===== src/source/des_pkg.sv =====
package des_pkg;

    // ------------------------------------------------------------------
    // Widths
    // ------------------------------------------------------------------
    localparam int block_w     = 64;
    localparam int half_w      = 32;
    localparam int key_w       = 64;
    localparam int cd_w        = 28;
    localparam int round_key_w = 48;
    localparam int num_rounds  = 16;
    localparam int round_cnt_w = 4;

    // ------------------------------------------------------------------
    // Types
    // ------------------------------------------------------------------
    typedef struct packed {
        logic [half_w-1:0] left;
        logic [half_w-1:0] right;
    } des_halves_t;

    typedef struct packed {
        logic [cd_w-1:0] c;
        logic [cd_w-1:0] d;
    } des_cd_t;

    typedef struct packed {
        logic [block_w-1:0] block;
        logic [key_w-1:0]   key;
        logic               decrypt;
    } des_req_t;

    // Item handed from the input stage to the round engine
    typedef struct packed {
        des_halves_t halves;
        des_cd_t     cd;
        logic        decrypt;
    } des_work_t;

    // ------------------------------------------------------------------
    // Bit-selection tables
    // ------------------------------------------------------------------
    // Entries count from 1 at the most significant bit, as in the standard
    localparam logic [6:0] ip_table [block_w] = '{
        58, 50, 42, 34, 26, 18, 10, 2,  60, 52, 44, 36, 28, 20, 12, 4,
        62, 54, 46, 38, 30, 22, 14, 6,  64, 56, 48, 40, 32, 24, 16, 8,
        57, 49, 41, 33, 25, 17, 9,  1,  59, 51, 43, 35, 27, 19, 11, 3,
        61, 53, 45, 37, 29, 21, 13, 5,  63, 55, 47, 39, 31, 23, 15, 7
    };

    localparam logic [6:0] ip_inv_table [block_w] = '{
        40, 8, 48, 16, 56, 24, 64, 32,  39, 7, 47, 15, 55, 23, 63, 31,
        38, 6, 46, 14, 54, 22, 62, 30,  37, 5, 45, 13, 53, 21, 61, 29,
        36, 4, 44, 12, 52, 20, 60, 28,  35, 3, 43, 11, 51, 19, 59, 27,
        34, 2, 42, 10, 50, 18, 58, 26,  33, 1, 41, 9,  49, 17, 57, 25
    };

    // Expansion of the right half, 32 to 48 bits
    localparam logic [6:0] e_table [round_key_w] = '{
        32, 1,  2,  3,  4,  5,  4,  5,  6,  7,  8,  9,
        8,  9,  10, 11, 12, 13, 12, 13, 14, 15, 16, 17,
        16, 17, 18, 19, 20, 21, 20, 21, 22, 23, 24, 25,
        24, 25, 26, 27, 28, 29, 28, 29, 30, 31, 32, 1
    };

    localparam logic [6:0] p_table [half_w] = '{
        16, 7,  20, 21, 29, 12, 28, 17, 1,  15, 23, 26, 5,  18, 31, 10,
        2,  8,  24, 14, 32, 27, 3,  9,  19, 13, 30, 6,  22, 11, 4,  25
    };

    // Drops the eight parity bits of the key
    localparam logic [6:0] pc1_table [2*cd_w] = '{
        57, 49, 41, 33, 25, 17, 9,  1,  58, 50, 42, 34, 26, 18,
        10, 2,  59, 51, 43, 35, 27, 19, 11, 3,  60, 52, 44, 36,
        63, 55, 47, 39, 31, 23, 15, 7,  62, 54, 46, 38, 30, 22,
        14, 6,  61, 53, 45, 37, 29, 21, 13, 5,  28, 20, 12, 4
    };

    localparam logic [6:0] pc2_table [round_key_w] = '{
        14, 17, 11, 24, 1,  5,  3,  28, 15, 6,  21, 10,
        23, 19, 12, 4,  26, 8,  16, 7,  27, 20, 13, 2,
        41, 52, 31, 37, 47, 55, 30, 40, 51, 45, 33, 48,
        44, 49, 39, 56, 34, 53, 46, 42, 50, 36, 29, 32
    };

    // ------------------------------------------------------------------
    // S-boxes, indexed by {row, column}
    // ------------------------------------------------------------------
    localparam logic [3:0] sbox_table [8][64] = '{
        '{14, 4,  13, 1,  2,  15, 11, 8,  3,  10, 6,  12, 5,  9,  0,  7,
          0,  15, 7,  4,  14, 2,  13, 1,  10, 6,  12, 11, 9,  5,  3,  8,
          4,  1,  14, 8,  13, 6,  2,  11, 15, 12, 9,  7,  3,  10, 5,  0,
          15, 12, 8,  2,  4,  9,  1,  7,  5,  11, 3,  14, 10, 0,  6,  13},
        '{15, 1,  8,  14, 6,  11, 3,  4,  9,  7,  2,  13, 12, 0,  5,  10,
          3,  13, 4,  7,  15, 2,  8,  14, 12, 0,  1,  10, 6,  9,  11, 5,
          0,  14, 7,  11, 10, 4,  13, 1,  5,  8,  12, 6,  9,  3,  2,  15,
          13, 8,  10, 1,  3,  15, 4,  2,  11, 6,  7,  12, 0,  5,  14, 9},
        '{10, 0,  9,  14, 6,  3,  15, 5,  1,  13, 12, 7,  11, 4,  2,  8,
          13, 7,  0,  9,  3,  4,  6,  10, 2,  8,  5,  14, 12, 11, 15, 1,
          13, 6,  4,  9,  8,  15, 3,  0,  11, 1,  2,  12, 5,  10, 14, 7,
          1,  10, 13, 0,  6,  9,  8,  7,  4,  15, 14, 3,  11, 5,  2,  12},
        '{7,  13, 14, 3,  0,  6,  9,  10, 1,  2,  8,  5,  11, 12, 4,  15,
          13, 8,  11, 5,  6,  15, 0,  3,  4,  7,  2,  12, 1,  10, 14, 9,
          10, 6,  9,  0,  12, 11, 7,  13, 15, 1,  3,  14, 5,  2,  8,  4,
          3,  15, 0,  6,  10, 1,  13, 8,  9,  4,  5,  11, 12, 7,  2,  14},
        '{2,  12, 4,  1,  7,  10, 11, 6,  8,  5,  3,  15, 13, 0,  14, 9,
          14, 11, 2,  12, 4,  7,  13, 1,  5,  0,  15, 10, 3,  9,  8,  6,
          4,  2,  1,  11, 10, 13, 7,  8,  15, 9,  12, 5,  6,  3,  0,  14,
          11, 8,  12, 7,  1,  14, 2,  13, 6,  15, 0,  9,  10, 4,  5,  3},
        '{12, 1,  10, 15, 9,  2,  6,  8,  0,  13, 3,  4,  14, 7,  5,  11,
          10, 15, 4,  2,  7,  12, 9,  5,  6,  1,  13, 14, 0,  11, 3,  8,
          9,  14, 15, 5,  2,  8,  12, 3,  7,  0,  4,  10, 1,  13, 11, 6,
          4,  3,  2,  12, 9,  5,  15, 10, 11, 14, 1,  7,  6,  0,  8,  13},
        '{4,  11, 2,  14, 15, 0,  8,  13, 3,  12, 9,  7,  5,  10, 6,  1,
          13, 0,  11, 7,  4,  9,  1,  10, 14, 3,  5,  12, 2,  15, 8,  6,
          1,  4,  11, 13, 12, 3,  7,  14, 10, 15, 6,  8,  0,  5,  9,  2,
          6,  11, 13, 8,  1,  4,  10, 7,  9,  5,  0,  15, 14, 2,  3,  12},
        '{13, 2,  8,  4,  6,  15, 11, 1,  10, 9,  3,  14, 5,  0,  12, 7,
          1,  15, 13, 8,  10, 3,  7,  4,  12, 5,  6,  11, 0,  14, 9,  2,
          7,  11, 4,  1,  9,  12, 14, 2,  0,  6,  10, 13, 15, 3,  5,  8,
          2,  1,  14, 7,  4,  10, 8,  13, 15, 12, 9,  0,  3,  5,  6,  11}
    };

    // Bit i set when round i+1 rotates by one bit (rounds 1, 2, 9, 16)
    localparam logic [num_rounds-1:0] rotate_one = 16'b1000_0001_0000_0011;

endpackage


===== src/source/des_input_stage.sv =====
`timescale 1ns/1ps

module des_input_stage import des_pkg::*; (
    input  logic      clk,
    input  logic      rst_n,
    input  logic      in_valid,
    output logic      in_ready,
    input  des_req_t  in_req,
    output logic      work_valid,
    input  logic      work_ready,
    output des_work_t work
);

    logic [block_w-1:0] ip_out;
    logic [2*cd_w-1:0]  pc1_out;
    logic               accept;

    // Free when empty or when the held item moves on this cycle
    assign in_ready = !work_valid || work_ready;
    assign accept   = in_valid && in_ready;

    // Initial permutation and permuted choice 1
    always_comb begin
        for (int i = 0; i < block_w; i++) begin
            ip_out[block_w-1-i] = in_req.block[block_w-ip_table[i]];
        end
        for (int i = 0; i < 2*cd_w; i++) begin
            pc1_out[2*cd_w-1-i] = in_req.key[key_w-pc1_table[i]];
        end
    end

    always_ff @(posedge clk or negedge rst_n) begin
        if (!rst_n) begin
            work_valid <= 1'b0;
        end else if (in_ready) begin
            work_valid <= in_valid;
        end
    end

    always_ff @(posedge clk) begin
        if (accept) begin
            work.halves  <= ip_out;
            work.cd      <= pc1_out;
            work.decrypt <= in_req.decrypt;
        end
    end

endmodule


===== src/source/des_feistel.sv =====
`timescale 1ns/1ps

module des_feistel import des_pkg::*; (
    input  logic [half_w-1:0]      right,
    input  logic [round_key_w-1:0] round_key,
    output logic [half_w-1:0]      f_out
);

    logic [round_key_w-1:0] expanded;
    logic [round_key_w-1:0] mixed;
    logic [half_w-1:0]      sb_out;

    // ------------------------------------------------------------------
    // Expansion and key mixing
    // ------------------------------------------------------------------
    always_comb begin
        for (int i = 0; i < round_key_w; i++) begin
            expanded[round_key_w-1-i] = right[half_w-e_table[i]];
        end
    end

    assign mixed = expanded ^ round_key;

    // ------------------------------------------------------------------
    // S-boxes
    // ------------------------------------------------------------------
    // Row from the two outer bits of each group, column from the inner four
    always_comb begin
        for (int s = 0; s < 8; s++) begin
            sb_out[half_w-1-4*s -: 4] = sbox_table[s][{mixed[47-6*s],
                                                       mixed[42-6*s],
                                                       mixed[46-6*s -: 4]}];
        end
    end

    // ------------------------------------------------------------------
    // Permutation P
    // ------------------------------------------------------------------
    always_comb begin
        for (int i = 0; i < half_w; i++) begin
            f_out[half_w-1-i] = sb_out[half_w-p_table[i]];
        end
    end

endmodule


===== src/source/des_key_schedule.sv =====
`timescale 1ns/1ps

module des_key_schedule import des_pkg::*; (
    input  logic                   clk,
    input  logic                   rst_n,
    input  logic                   load,
    input  des_cd_t                cd_in,
    input  logic                   decrypt,
    input  logic                   advance,
    input  logic [round_cnt_w-1:0] round,
    output logic [round_key_w-1:0] round_key
);

    des_cd_t                cd_q;
    des_cd_t                cd_rot;
    des_cd_t                cd_key;
    logic                   dec_q;
    logic [round_cnt_w-1:0] shift_idx;
    logic                   shift_one;

    function automatic logic [cd_w-1:0] rotl(input logic [cd_w-1:0] v, input logic one);
        return one ? {v[cd_w-2:0], v[cd_w-1]} : {v[cd_w-3:0], v[cd_w-1:cd_w-2]};
    endfunction

    function automatic logic [cd_w-1:0] rotr(input logic [cd_w-1:0] v, input logic one);
        return one ? {v[0], v[cd_w-1:1]} : {v[1:0], v[cd_w-1:2]};
    endfunction

    // Decryption walks the schedule backwards: amount of round 17-i,
    // which for a 4-bit round index is simply its complement
    assign shift_idx = dec_q ? ~round : round;
    assign shift_one = rotate_one[shift_idx];

    always_comb begin
        if (dec_q) begin
            cd_rot.c = rotr(cd_q.c, shift_one);
            cd_rot.d = rotr(cd_q.d, shift_one);
            cd_key   = cd_q;
        end else begin
            cd_rot.c = rotl(cd_q.c, shift_one);
            cd_rot.d = rotl(cd_q.d, shift_one);
            cd_key   = cd_rot;
        end
    end

    // Permuted choice 2
    always_comb begin
        for (int i = 0; i < round_key_w; i++) begin
            round_key[round_key_w-1-i] = cd_key[2*cd_w-pc2_table[i]];
        end
    end

    always_ff @(posedge clk or negedge rst_n) begin
        if (!rst_n) begin
            dec_q <= 1'b0;
        end else if (load) begin
            dec_q <= decrypt;
        end
    end

    always_ff @(posedge clk) begin
        if (load) begin
            cd_q <= cd_in;
        end else if (advance) begin
            cd_q <= cd_rot;
        end
    end

endmodule


===== src/source/des_round_engine.sv =====
`timescale 1ns/1ps

module des_round_engine import des_pkg::*; (
    input  logic        clk,
    input  logic        rst_n,
    input  logic        work_valid,
    output logic        work_ready,
    input  des_work_t   work,
    output logic        res_valid,
    input  logic        res_ready,
    output des_halves_t res
);

    logic                   busy_q;
    logic                   done_q;
    logic [round_cnt_w-1:0] round_q;
    des_halves_t            lr_q;
    logic                   load_en;
    logic                   last_round;
    logic [round_key_w-1:0] round_key;
    logic [half_w-1:0]      f_out;

    // ------------------------------------------------------------------
    // Control
    // ------------------------------------------------------------------
    // Engine is free once its result is leaving, so a new item can load
    // on the same edge
    assign work_ready = !busy_q && (!done_q || res_ready);
    assign load_en    = work_valid && work_ready;
    assign last_round = (round_q == round_cnt_w'(num_rounds - 1));

    always_ff @(posedge clk or negedge rst_n) begin
        if (!rst_n) begin
            busy_q  <= 1'b0;
            done_q  <= 1'b0;
            round_q <= '0;
        end else if (load_en) begin
            busy_q  <= 1'b1;
            done_q  <= 1'b0;
            round_q <= '0;
        end else if (busy_q) begin
            round_q <= round_q + 1'b1;
            if (last_round) begin
                busy_q <= 1'b0;
                done_q <= 1'b1;
            end
        end else if (done_q && res_ready) begin
            done_q <= 1'b0;
        end
    end

    // ------------------------------------------------------------------
    // Feistel datapath
    // ------------------------------------------------------------------
    des_key_schedule u_key_schedule (
        .clk       (clk),
        .rst_n     (rst_n),
        .load      (load_en),
        .cd_in     (work.cd),
        .decrypt   (work.decrypt),
        .advance   (busy_q),
        .round     (round_q),
        .round_key (round_key)
    );

    des_feistel u_feistel (
        .right     (lr_q.right),
        .round_key (round_key),
        .f_out     (f_out)
    );

    always_ff @(posedge clk) begin
        if (load_en) begin
            lr_q <= work.halves;
        end else if (busy_q) begin
            lr_q.left  <= lr_q.right;
            lr_q.right <= lr_q.left ^ f_out;
        end
    end

    // Halves after round 16, swap is left to the output stage
    assign res_valid = done_q;
    assign res       = lr_q;

endmodule


===== src/source/des_output_stage.sv =====
`timescale 1ns/1ps

module des_output_stage import des_pkg::*; (
    input  logic               clk,
    input  logic               rst_n,
    input  logic               res_valid,
    output logic               res_ready,
    input  des_halves_t        res,
    output logic               out_valid,
    input  logic               out_ready,
    output logic [block_w-1:0] out_block
);

    logic [block_w-1:0] preout;
    logic [block_w-1:0] final_perm;

    assign res_ready = !out_valid || out_ready;

    // Last step of DES undoes the swap of round 16
    assign preout = {res.right, res.left};

    // Inverse initial permutation
    always_comb begin
        for (int i = 0; i < block_w; i++) begin
            final_perm[block_w-1-i] = preout[block_w-ip_inv_table[i]];
        end
    end

    always_ff @(posedge clk or negedge rst_n) begin
        if (!rst_n) begin
            out_valid <= 1'b0;
        end else if (res_ready) begin
            out_valid <= res_valid;
        end
    end

    always_ff @(posedge clk) begin
        if (res_valid && res_ready) begin
            out_block <= final_perm;
        end
    end

endmodule


===== src/source/des_top.sv =====
`timescale 1ns/1ps

module des_top import des_pkg::*; (
    input  logic               clk,
    input  logic               rst_n,
    input  logic               in_valid,
    output logic               in_ready,
    input  des_req_t           in_req,
    output logic               out_valid,
    input  logic               out_ready,
    output logic [block_w-1:0] out_block
);

    logic        work_valid;
    logic        work_ready;
    des_work_t   work;
    logic        res_valid;
    logic        res_ready;
    des_halves_t res;

    des_input_stage u_input_stage (
        .clk        (clk),
        .rst_n      (rst_n),
        .in_valid   (in_valid),
        .in_ready   (in_ready),
        .in_req     (in_req),
        .work_valid (work_valid),
        .work_ready (work_ready),
        .work       (work)
    );

    des_round_engine u_round_engine (
        .clk        (clk),
        .rst_n      (rst_n),
        .work_valid (work_valid),
        .work_ready (work_ready),
        .work       (work),
        .res_valid  (res_valid),
        .res_ready  (res_ready),
        .res        (res)
    );

    des_output_stage u_output_stage (
        .clk        (clk),
        .rst_n      (rst_n),
        .res_valid  (res_valid),
        .res_ready  (res_ready),
        .res        (res),
        .out_valid  (out_valid),
        .out_ready  (out_ready),
        .out_block  (out_block)
    );

endmodule


===== config.mk =====
export PLATFORM = sky130hd
export DESIGN_NAME = des_top
export DESIGN_NICKNAME = d
export VERILOG_FILES = /design/src/source/des_pkg.sv /design/src/source/des_input_stage.sv /design/src/source/des_feistel.sv /design/src/source/des_key_schedule.sv /design/src/source/des_round_engine.sv /design/src/source/des_output_stage.sv /design/src/source/des_top.sv
export SDC_FILE = /design/constraint.sdc
export NUM_CORES = 1
export LEC_CHECK = 0
export ABC_AREA = 1
export BUFFER_PORTS_ARGS = -buffer_cell sky130_fd_sc_hd__buf_2
export CORE_ASPECT_RATIO = 0.7
export CORE_MARGIN = 2
export CORE_UTILIZATION = 54
export DETAILED_ROUTE_END_ITERATION = 10
export PLACE_DENSITY = 0.74
export SYNTH_ARGS = -nofsm -noshare
export SYNTH_HDL_FRONTEND = slang
export SYNTH_HIERARCHICAL = 1
export SYNTH_SLANG_ARGS = --single-unit

===== constraint.sdc =====
create_clock -name clk -period 7 [get_ports clk]
set_clock_uncertainty 0.05 [all_clocks]
set_input_delay 0.7 -clock clk [delete_from_list [all_inputs] [get_ports clk]]
set_output_delay 0.7 -clock clk [all_outputs]
set_load 0.05 [all_outputs]

# Word level (Yosys, flattened, before mapping)
# Memories as Yosys holds them, arrays and structs flattened.
# Cells that the tools add are included.
# word_totals
reg_bits,314
mem_bits_ro,2064
input_bits,133
out_inout_bits,66
elab_cells,99
mem_count,9
# classes
n_addsub,1
magnitude_cmp,9
eq_ne,2
n_mux,37
bitwise_logic,11
n_reduce_logical,14
# memory_table
name,words,word_bits,read_ports,rd_ports_with_merged_regs,wr,line_no,source
(name not given),64,4,1,0,0,des_feistel.sv:30,"sb_out[half_w-1-4*s -: 4] = sbox_table[s][{mixed[47-6*s],"
(name not given),64,4,1,0,0,des_feistel.sv:30,
(name not given),64,4,1,0,0,des_feistel.sv:30,
(name not given),64,4,1,0,0,des_feistel.sv:30,
(name not given),64,4,1,0,0,des_feistel.sv:30,
(name not given),64,4,1,0,0,des_feistel.sv:30,
3 more memories,--,--,--,--,--,--,
# ops
cell,count
two-way mux 56 bit,4
two-way mux 64 bit,2
two-way mux 28 bit,4
two-way mux 4 bit,19
">= comparator 7 bit, second input constant",8
inverter 6 -> 7 bit,8
bitwise XOR 48 bit,1
bitwise XOR 32 bit,1
two-way mux 1 bit,8
"less-than comparator 4 x 5 -> 1 bit, second input constant",1
"adder 4 x 1 -> 4 bit, second input constant",1
"equality test 4 bit, second input constant",1
logical AND 1 bit,4
logical NOT 1 bit,4
inverter 4 bit,1
logical OR 1 bit,3
"!= test 3 bit, second input constant",1
nonzero test 3 bit,1
AND reduction 2 bit,1
nonzero test 2 bit,1

# Longest topological paths before layout
# Gate-level depths: netlist of run 1.
# logic_depth
depth_word,14
mapped_depth,27

# Modules after synthesis
# The synthesis of run 1 kept the hierarchy.
# by_module_without_submodules
mod,instances,cells_per_inst,area_each_um2
des_feistel,1,1132,5456.5
des_key_schedule,1,684,4479.3
des_input_stage,1,127,3678.5
des_round_engine,1,347,3432.0
des_output_stage,1,70,1966.9

# Worst setup path before layout of run 1
# OpenSTA, ideal clock, no wires.
# synth_path
path_kind,input to register
start,input out_ready
end,"register, netlist name u_input_stage/work[0]"
setup_time_ns,0.640
arrival_ns,6.922
required_ns,6.310
setup_slack_ns,-0.612
path_stages,8
n_path_buf,0
cell_sequence,inv_1 > nand2_1 > inv_1 > nand2_2 > nand2_1 > inv_1 > inv_1 > a21oi_1
# synth_between
elab_chain_cells,5
# synth_rtl
item,line_no,source
start: declaration,des_top.sv:10,"input logic out_ready,"
logical OR 1 bit,des_output_stage.sv:17,assign res_ready = !out_valid || out_ready;
named net res_ready,des_top.sv:18,logic res_ready;
logical OR 1 bit,des_round_engine.sv:28,assign work_ready = !busy_q && (!done_q || res_ready);
logical AND 1 bit,des_round_engine.sv:28,
named net work_ready,des_top.sv:15,logic work_ready;
logical OR 1 bit,des_input_stage.sv:19,assign in_ready = !work_valid || work_ready;
logical AND 1 bit,des_input_stage.sv:20,assign accept = in_valid && in_ready;
named net u_input_stage.accept,des_input_stage.sv:16,logic accept;
# The timed path passes the listed nets, and every way through them passes these cells.
# A chain may end at the register's enable or synchronous reset.

# Worst setup path in the final report of run 1
# layout_path
start,register u_round_engine.u_key_schedule.dec_q
end,"register, netlist name u_round_engine/res[21]"
# layout_between
elab_chain_cells,13
# layout_rtl
item,line_no,source
start: declaration,des_key_schedule.sv:17,logic dec_q;
start signal: assignment,des_key_schedule.sv:57,dec_q <= decrypt;
two-way mux 4 bit,des_key_schedule.sv:31,assign shift_idx = dec_q ? ~round : round;
memory read (16 x 1 bit),--,
two-way mux 1 bit (not written as such),des_key_schedule.sv:32,assign shift_one = rotate_one[shift_idx];
two-way mux 28 bit,des_key_schedule.sv:22,"return one ? {v[cd_w-2:0], v[cd_w-1]} : {v[cd_w-3:0], v[cd_w-1:cd_w-2]};"
two-way mux 56 bit *,des_key_schedule.sv:35,if (dec_q) begin
named net u_round_engine.round_key[14],des_round_engine.sv:20,logic [round_key_w-1:0] round_key;
bitwise XOR 48 bit *,des_feistel.sv:22,assign mixed = expanded ^ round_key;
inverter 6 -> 7 bit (not written as such) *,des_feistel.sv:30,
memory read (64 x 4 bit) *,--,
two-way mux 4 bit (not written as such) * (2 in series),des_feistel.sv:30,
named net u_round_engine.f_out[21],des_round_engine.sv:21,logic [half_w-1:0] f_out;
bitwise XOR 32 bit *,des_round_engine.sv:77,lr_q.right <= lr_q.left ^ f_out;
two-way mux 64 bit *,des_round_engine.sv:75,end else if (busy_q) begin
two-way mux 64 bit *,des_round_engine.sv:73,if (load_en) begin
# Mark *: on every way through the listed nets, which the timed path passes. The rest lies on a longest branch. The select of a mux whose other input is x is not followed.

==> impl_metrics.csv, run 1 <==
group,metric,value,unit
floorplan,die_w,228,um
sta,maxSlewHeadroom,30.8,%
floorplan,die-area,0.0368,mm2
floorplan,initial_core_util,54.9,%
clock_tree,clk_path_buf_depth,3,
sta,fin_ws,1.77,ns
layout,final_cell_mix,"nand2_1 (1139), nand3_1 (377), edfxtp_1 (305), buf_2 (190), inv_1 (131)",
yosys,synthDominantCellAreaShare,48.2,%
yosys,synth_top_area_cell,"edfxtp_1",
sta,fmax,0.191,GHz
layout,multi_input_area,0.00860,mm2
global_routing,antenna_found_initial,0,
yosys,synthMuxAreaShare,0,%
yosys,avgSynthCellArea,8.06,um2
place,io_buffer_count,190,
yosys,synth_compound_area_share,1.97,%
sta,min_period_over_period,74.7,%
sta,rsz0062_at_grt,"false",
yosys,synth_top_family_by_area,"simple AND/OR/NAND/NOR gates",
clock_tree,cts_tree,"done",
yosys,synth_fa_ha_area_share,4.15,%
sta,setup_viol_count_final,0,
clock_tree,cts.sinks,314,
routing,wl_per_cell,18.1,um
place,hpwl,38.8,mm
setup_path,path_class,"reg2reg",
layout,fillerInstances,3087,
clock_tree,cts_setup_buffers,0,
setup_path,endpoint_kind,"flip-flop",
setup_path,critPathBufInv,3,
layout,final_common_cell,"nand2_1",
floorplan,num_io_pins,199,
routing,dr.first_iter.drc_count,2198,
yosys,syn_inst,2360,
setup_path,cp_cell_sequence,"inv_6, nand2_4, nand2_2, nand2_4, nand3_1, a31oi_1, inv_1, nand2_1, nand2_1, ha_1, inv_1, nand2_1, nand2_1, nand2_1, nand3_1, nand2_1, nand2_1, nand2_1, xor2_1, nand2_1, nand2_1",
routing,drc,0,
setup_path,crit_slowest_cell,"dfrtp_1",
floorplan,die_h,161,um
outcome,status,"completed",
routing,final_antenna_net_count,0,
layout,areaGrowthSynthToFinish,11.9,%
sta,hold_viol,0,
yosys,synth_edf_count,305,
sta,period_needed,5.23,ns
global_routing,grt_max_degree,72,
clock_tree,path_clk_slew,0.07,ns
clock_tree,clock_latency,0.58,ns
floorplan,rows,57,
sta,setup_tns,0,ns
yosys,yosysSeqAreaShare,49.4,%
setup_path,required,7.28,ns
setup_path,crit_arrival,5.52,ns
floorplan,core,0.0347,mm2
place,placed_area,0.0202,mm2
sta,hold_ws,0.236,ns
setup_path,crit_top_cell,"nand2_1",
clock_tree,cts_resized,0,
yosys,ys_ff_latch,314,
layout,ff_latch_area,0.00938,mm2
yosys,synth_cell_types,33,
yosys,synth-xor-area-share,3.23,%
yosys,synth_area_leaders,"edfxtp_1 (48%), nand2_1 (23%), nand3_1 (9.9%)",
routing,vias,16885,
global_routing,grt_pass1_wl,83.9,mm
setup_path,crit_cells,21,
yosys,synth_area,0.0190,mm2
yosys,synth-async-reset-ratio,2.87,%
global_routing,grt_overflow,0,
yosys,yosysWarnings,6,
hold_path,hold_depth,1,
sta,worstMarginPinSlew,1.04,ns
yosys,yosys.area_share.simple,35.7,%
layout,design_area,0.0213,mm2
setup_path,reg2regPathDepth,21,
flow_run,cap_violations,0,
routing,vias_per_cell,5.61,
setup_path,slowest_delay,0.99,ns
place,gp_congestion,0.937,
hold_path,hp-class,"in2reg",
global_routing,gr-usage-all-layers,29.2,%
routing,first_pass_iters,6,
setup_path,crit_fanout,49,
clock_tree,root_buffer,"clkbuf_16",
routing,wl,54.3,mm
place,post-place-ws,2.00,ns
sta,drv_slew,0,
global_routing,grt_pass1_vias,15066,
layout,nets,2708,
yosys,synth_fp_nets,2556,
layout,drive_gt1_share,12.3,%
clock_tree,htree_levels,1,
clock_tree,cts_buffers,31,
setup_path,crit_family,"simple AND/OR/NAND/NOR gates",
clock_tree,cts_hold_buf,1,
setup_path,start_kind,"flip-flop",
layout,diodes,0,
yosys,synth_flop_cell,"edfxtp_1",
cell families (layout without fill, tap and decap cells):
logic type | count (synthesis) | in the layout
DFF | 314 | 314
xor gates and xnor gates | 59 | 59
AOI/OAI and AO/OA | 67 | 67
adders and majority gates | 63 | 63
and+or+nand+nor | 1620 | 1620
buffers and inverters | 237 | 414
cell type report:
type,count,share of cell area [%]
clock buffers,35,3.72
clock inverters,23,1.12
inverters,144,2.56
multi-input cells,1809,40.4
flip-flops and latches,314,44.1
well taps,472,2.78
repair buffers,212,5.32
stage by stage:
stage,std cells,utilization [%]
after floorplan,2360,-
after global placement,2950,58.4
after detailed placement,2950,58.4
after CTS,3009,61.4
after global routing,3009,61.4
final,3009,61.4
per-layer routing:
metal | GRT usage [%] | routed length [um] | vias to the layer above
li1 | - | - | 8120
met1 | 44.4 | 24400 | 7818
met2 | 41.9 | 22800 | 851
met3 | 6.04 | 5420 | 96
met4 | 9.00 | 1690 | 0
met5 | 0 | 0 | -
final timing paths:
check / start / endpoint / slack (ns)
worst max register to register: u_round_engine/u_key_schedule/dec_q / u_round_engine/res[21] / 1.77
worst min-delay path: in_req[51] / u_input_stage/work[14] / 0.24
worst min register to register: u_round_engine/res[59] / u_output_stage/out_block[39] / 0.42
max in group asynchronous: rst_n / u_round_engine/round_q[3] / 6.21
min in group asynchronous: rst_n / u_round_engine/u_key_schedule/dec_q / 0.46
worst max-delay path: u_round_engine/u_key_schedule/dec_q / u_round_engine/res[21] / 1.77
synthesized netlist by cell type, types with 2 or more instances:
cell	instances
dfrtp_1	9
edfxtp_1	305
clkinv_1	3
buf_4	11
o21ai_1	22
nand2_2	3
xnor2_1	11
xnor2_2	10
clkbuf_1	21
o21ai_0	8
xor2_2	3
buf_1	5
a21oi_1	8
nand3_2	15
buf_6	10
buf_2	46
nand3_1	377
a31oi_1	27
inv_2	9
nand2_4	3
nor2_1	44
inv_1	131
ha_1	63
nand2_1	1140
or2_2	2
nand4_1	33
xor2_1	35
state kept, by name, indices dropped and copies added (netlist names):
name,flops
u_round_engine/busy_q,1
u_input_stage/work_valid,1
u_output_stage/out_valid,1
u_input_stage/work,121
u_output_stage/out_block,64
u_round_engine/res_valid,1
u_round_engine/u_key_schedule/dec_q,1
u_round_engine/round_q,4
u_round_engine/res,64
u_round_engine/u_key_schedule/cd_q,56
Power of run 1 is left out: the tool's default activity adds up to more than one toggle a clock period on the data nets, which glitch-free logic cannot reach.
==> run 2, diff against run 1 <==
--- a/config.mk
+++ b/config.mk
@@ -9,9 +9,9 @@
 export BUFFER_PORTS_ARGS = -buffer_cell sky130_fd_sc_hd__buf_2
 export CORE_ASPECT_RATIO = 0.7
 export CORE_MARGIN = 2
-export CORE_UTILIZATION = 54
+export CORE_UTILIZATION = 60
 export DETAILED_ROUTE_END_ITERATION = 10
-export PLACE_DENSITY = 0.74
+export PLACE_DENSITY = 0.78
 export SYNTH_ARGS = -nofsm -noshare
 export SYNTH_HDL_FRONTEND = slang
 export SYNTH_HIERARCHICAL = 1
==> constraint.sdc (replaced) <==
create_clock -name clk -period 5 [get_ports clk]
set_clock_uncertainty 0.05 [all_clocks]
set_input_delay 0.5 -clock clk [delete_from_list [all_inputs] [get_ports clk]]
set_output_delay 0.5 -clock clk [all_outputs]
set_load 0.05 [all_outputs]
==> impl_metrics.csv, run 2 (same netlist as run 1, synthesis figures left out) <==
group,metric,value,unit
global_routing,gr-usage-all-layers,33.2,%
setup_path,endpoint_kind,"flip-flop",
global_routing,grt_use_met1,50.0,%
sta,fmax,0.231,GHz
setup_path,reg2regPathDepth,20,
clock_tree,root_buffer,"clkbuf_16",
place,io_buffer_count,190,
clock_tree,cts_hold_buf,1,
sta,hold_viol,0,
floorplan,die-area,0.0332,mm2
clock_tree,cts_tree,"done",
layout,areaGrowthSynthToFinish,12.6,%
layout,final_util,68.7,%
setup_path,endpoint,"u_round_engine/res[2]",
clock_tree,cts_buffers,30,
sta,setup_tns,0,ns
routing,drc,0,
clock_tree,path_clk_slew,0.07,ns
clock_tree,htree_levels,1,
setup_path,path_class,"reg2reg",
layout,final_common_cell,"nand2_1",
global_routing,grt_pass1_wl,85.9,mm
global_routing,antenna_found_initial,0,
sta,min_period_over_period,86.6,%
setup_path,required,5.27,ns
global_routing,grt_max_degree,71,
routing,final_antenna_net_count,0,
floorplan,initial_core_util,61.0,%
clock_tree,clock_latency,0.58,ns
sta,setup_viol_count_final,0,
global_routing,grt.met3_usage,6.53,%
floorplan,core,0.0311,mm2
layout,nets,2731,
global_routing,grt_overflow,0,
flow_run,cap_violations,0,
layout,largest_register_ffs,121,
clock_tree,cts_resized,0,
floorplan,die_h,153,um
layout,diodes,0,
routing,vias_per_cell,5.79,
place,hpwl,39.0,mm
sta,maxSlewHeadroom,33.2,%
floorplan,rows,54,
setup_path,start_kind,"flip-flop",
setup_path,crit_arrival,4.60,ns
place,gp_congestion,0.955,
setup_path,worstReg2RegStart,"u_round_engine/u_key_schedule/dec_q",
layout,drive_gt1_share,12.9,%
setup_path,r2r-end,"u_round_engine/res[2]",
global_routing,grt_pass1_vias,15548,
setup_path,r2r_slack,0.67,ns
global_routing,top_usage_layer,"met1",
clock_tree,clk_path_buf_depth,3,
clock_tree,cts.sinks,314,
setup_path,crit_fanout,48,
routing,vias,17247,
layout,final_cell_mix,"nand2_1 (1139), nand3_1 (377), edfxtp_1 (305), buf_2 (190), inv_1 (131)",
floorplan,num_io_pins,199,
clock_tree,cts_setup_buffers,0,
routing,dr.first_iter.drc_count,2193,
routing,wl_per_cell,18.4,um
floorplan,die_w,217,um
routing,first_pass_iters,6,
sta,period_needed,4.33,ns
global_routing,met2_usage,48.1,%
hold_path,hp-class,"in2reg",
sta,drv_slew,0,
routing,wl,54.9,mm
setup_path,crit_path_start,"u_round_engine/u_key_schedule/dec_q",
sta,worstMarginPinSlew,0.999,ns
outcome,status,"completed",
sta,rsz0062_at_grt,"false",
layout,regMostFlops,"u_input_stage/work",
==> run 2: changes by cell type in the layout (fill, tap and decap cells not counted), sizes merged <==
cell	delta
buf	+24
clkinvlp	-3
bufinv	+1
clkbuf	-1
inv	-1
==> run 2: through the flow <==
| stage | hold WS [ns] | instance area, um2 | worst slack [ns] | std cells |
|---|---|---|---|---|
| floorplan | 0.154 | 19000 | 0.662 | 2360 |
| global placement | 0.330 | 20400 | 0.841 | 2922 |
| detailed placement | 0.336 | 20400 | 0.830 | 2922 |
| CTS | 0.0225 | 21400 | 0.768 | 2977 |
| global route | 0.0290 | 21400 | 0.289 | 2977 |
| finish | 0.0416 | 21400 | 0.668 | 2977 |
==> run 2: metal layers <==
metal	part of all wire [%]	vias to the layer above
met2	42	1064
met1	43	7909
li1	-	8164
met3	11	110
met4	3.3	0
met5	0	-
==> run 2: cell type report <==
cell class                 instances  area [um2]
clock inverter                    20         233
fill                            2534        9740
clock buffer                      34         787
inverter                         144         546
multi-input combinational       1809        8600
sequential                       314        9380
timing repair buffer             236        1340
tap                              420         526
==> run 2: worst max-delay path, stage by stage (launching register included) <==
cell,delay (ns)
dfrtp_1,0.60
nand2_1,0.17
nand2_1,0.08
nand3_2,0.10
buf_4,0.51
nand3_1,0.24
a31oi_1,0.47
inv_1,0.11
nand2_1,0.09
nand2_1,0.16
ha_1,0.40
inv_1,0.10
nand2_1,0.12
nand3_1,0.11
nand3_1,0.09
nand2_1,0.06
nand2_1,0.05
nand2_1,0.17
xor2_1,0.21
nand2_1,0.06
nand2_1,0.06
==> run 2: worst min-delay path by stage <==
stage / endpoint / depth (start not counted) / startpoint
2_1_floorplan: u_input_stage/work_valid / 0 / rst_n
3_3_place_gp: u_output_stage/out_valid / 1 / rst_n
3_5_place_dp: u_output_stage/out_valid / 1 / rst_n
4_1_cts: u_input_stage/work[79] / 1 / in_req[78]
5_1_grt: u_input_stage/work[8] / 1 / in_req[36]
6_report: u_input_stage/work[109] / 1 / in_req[93]
Power of run 2 is left out for the same reason.
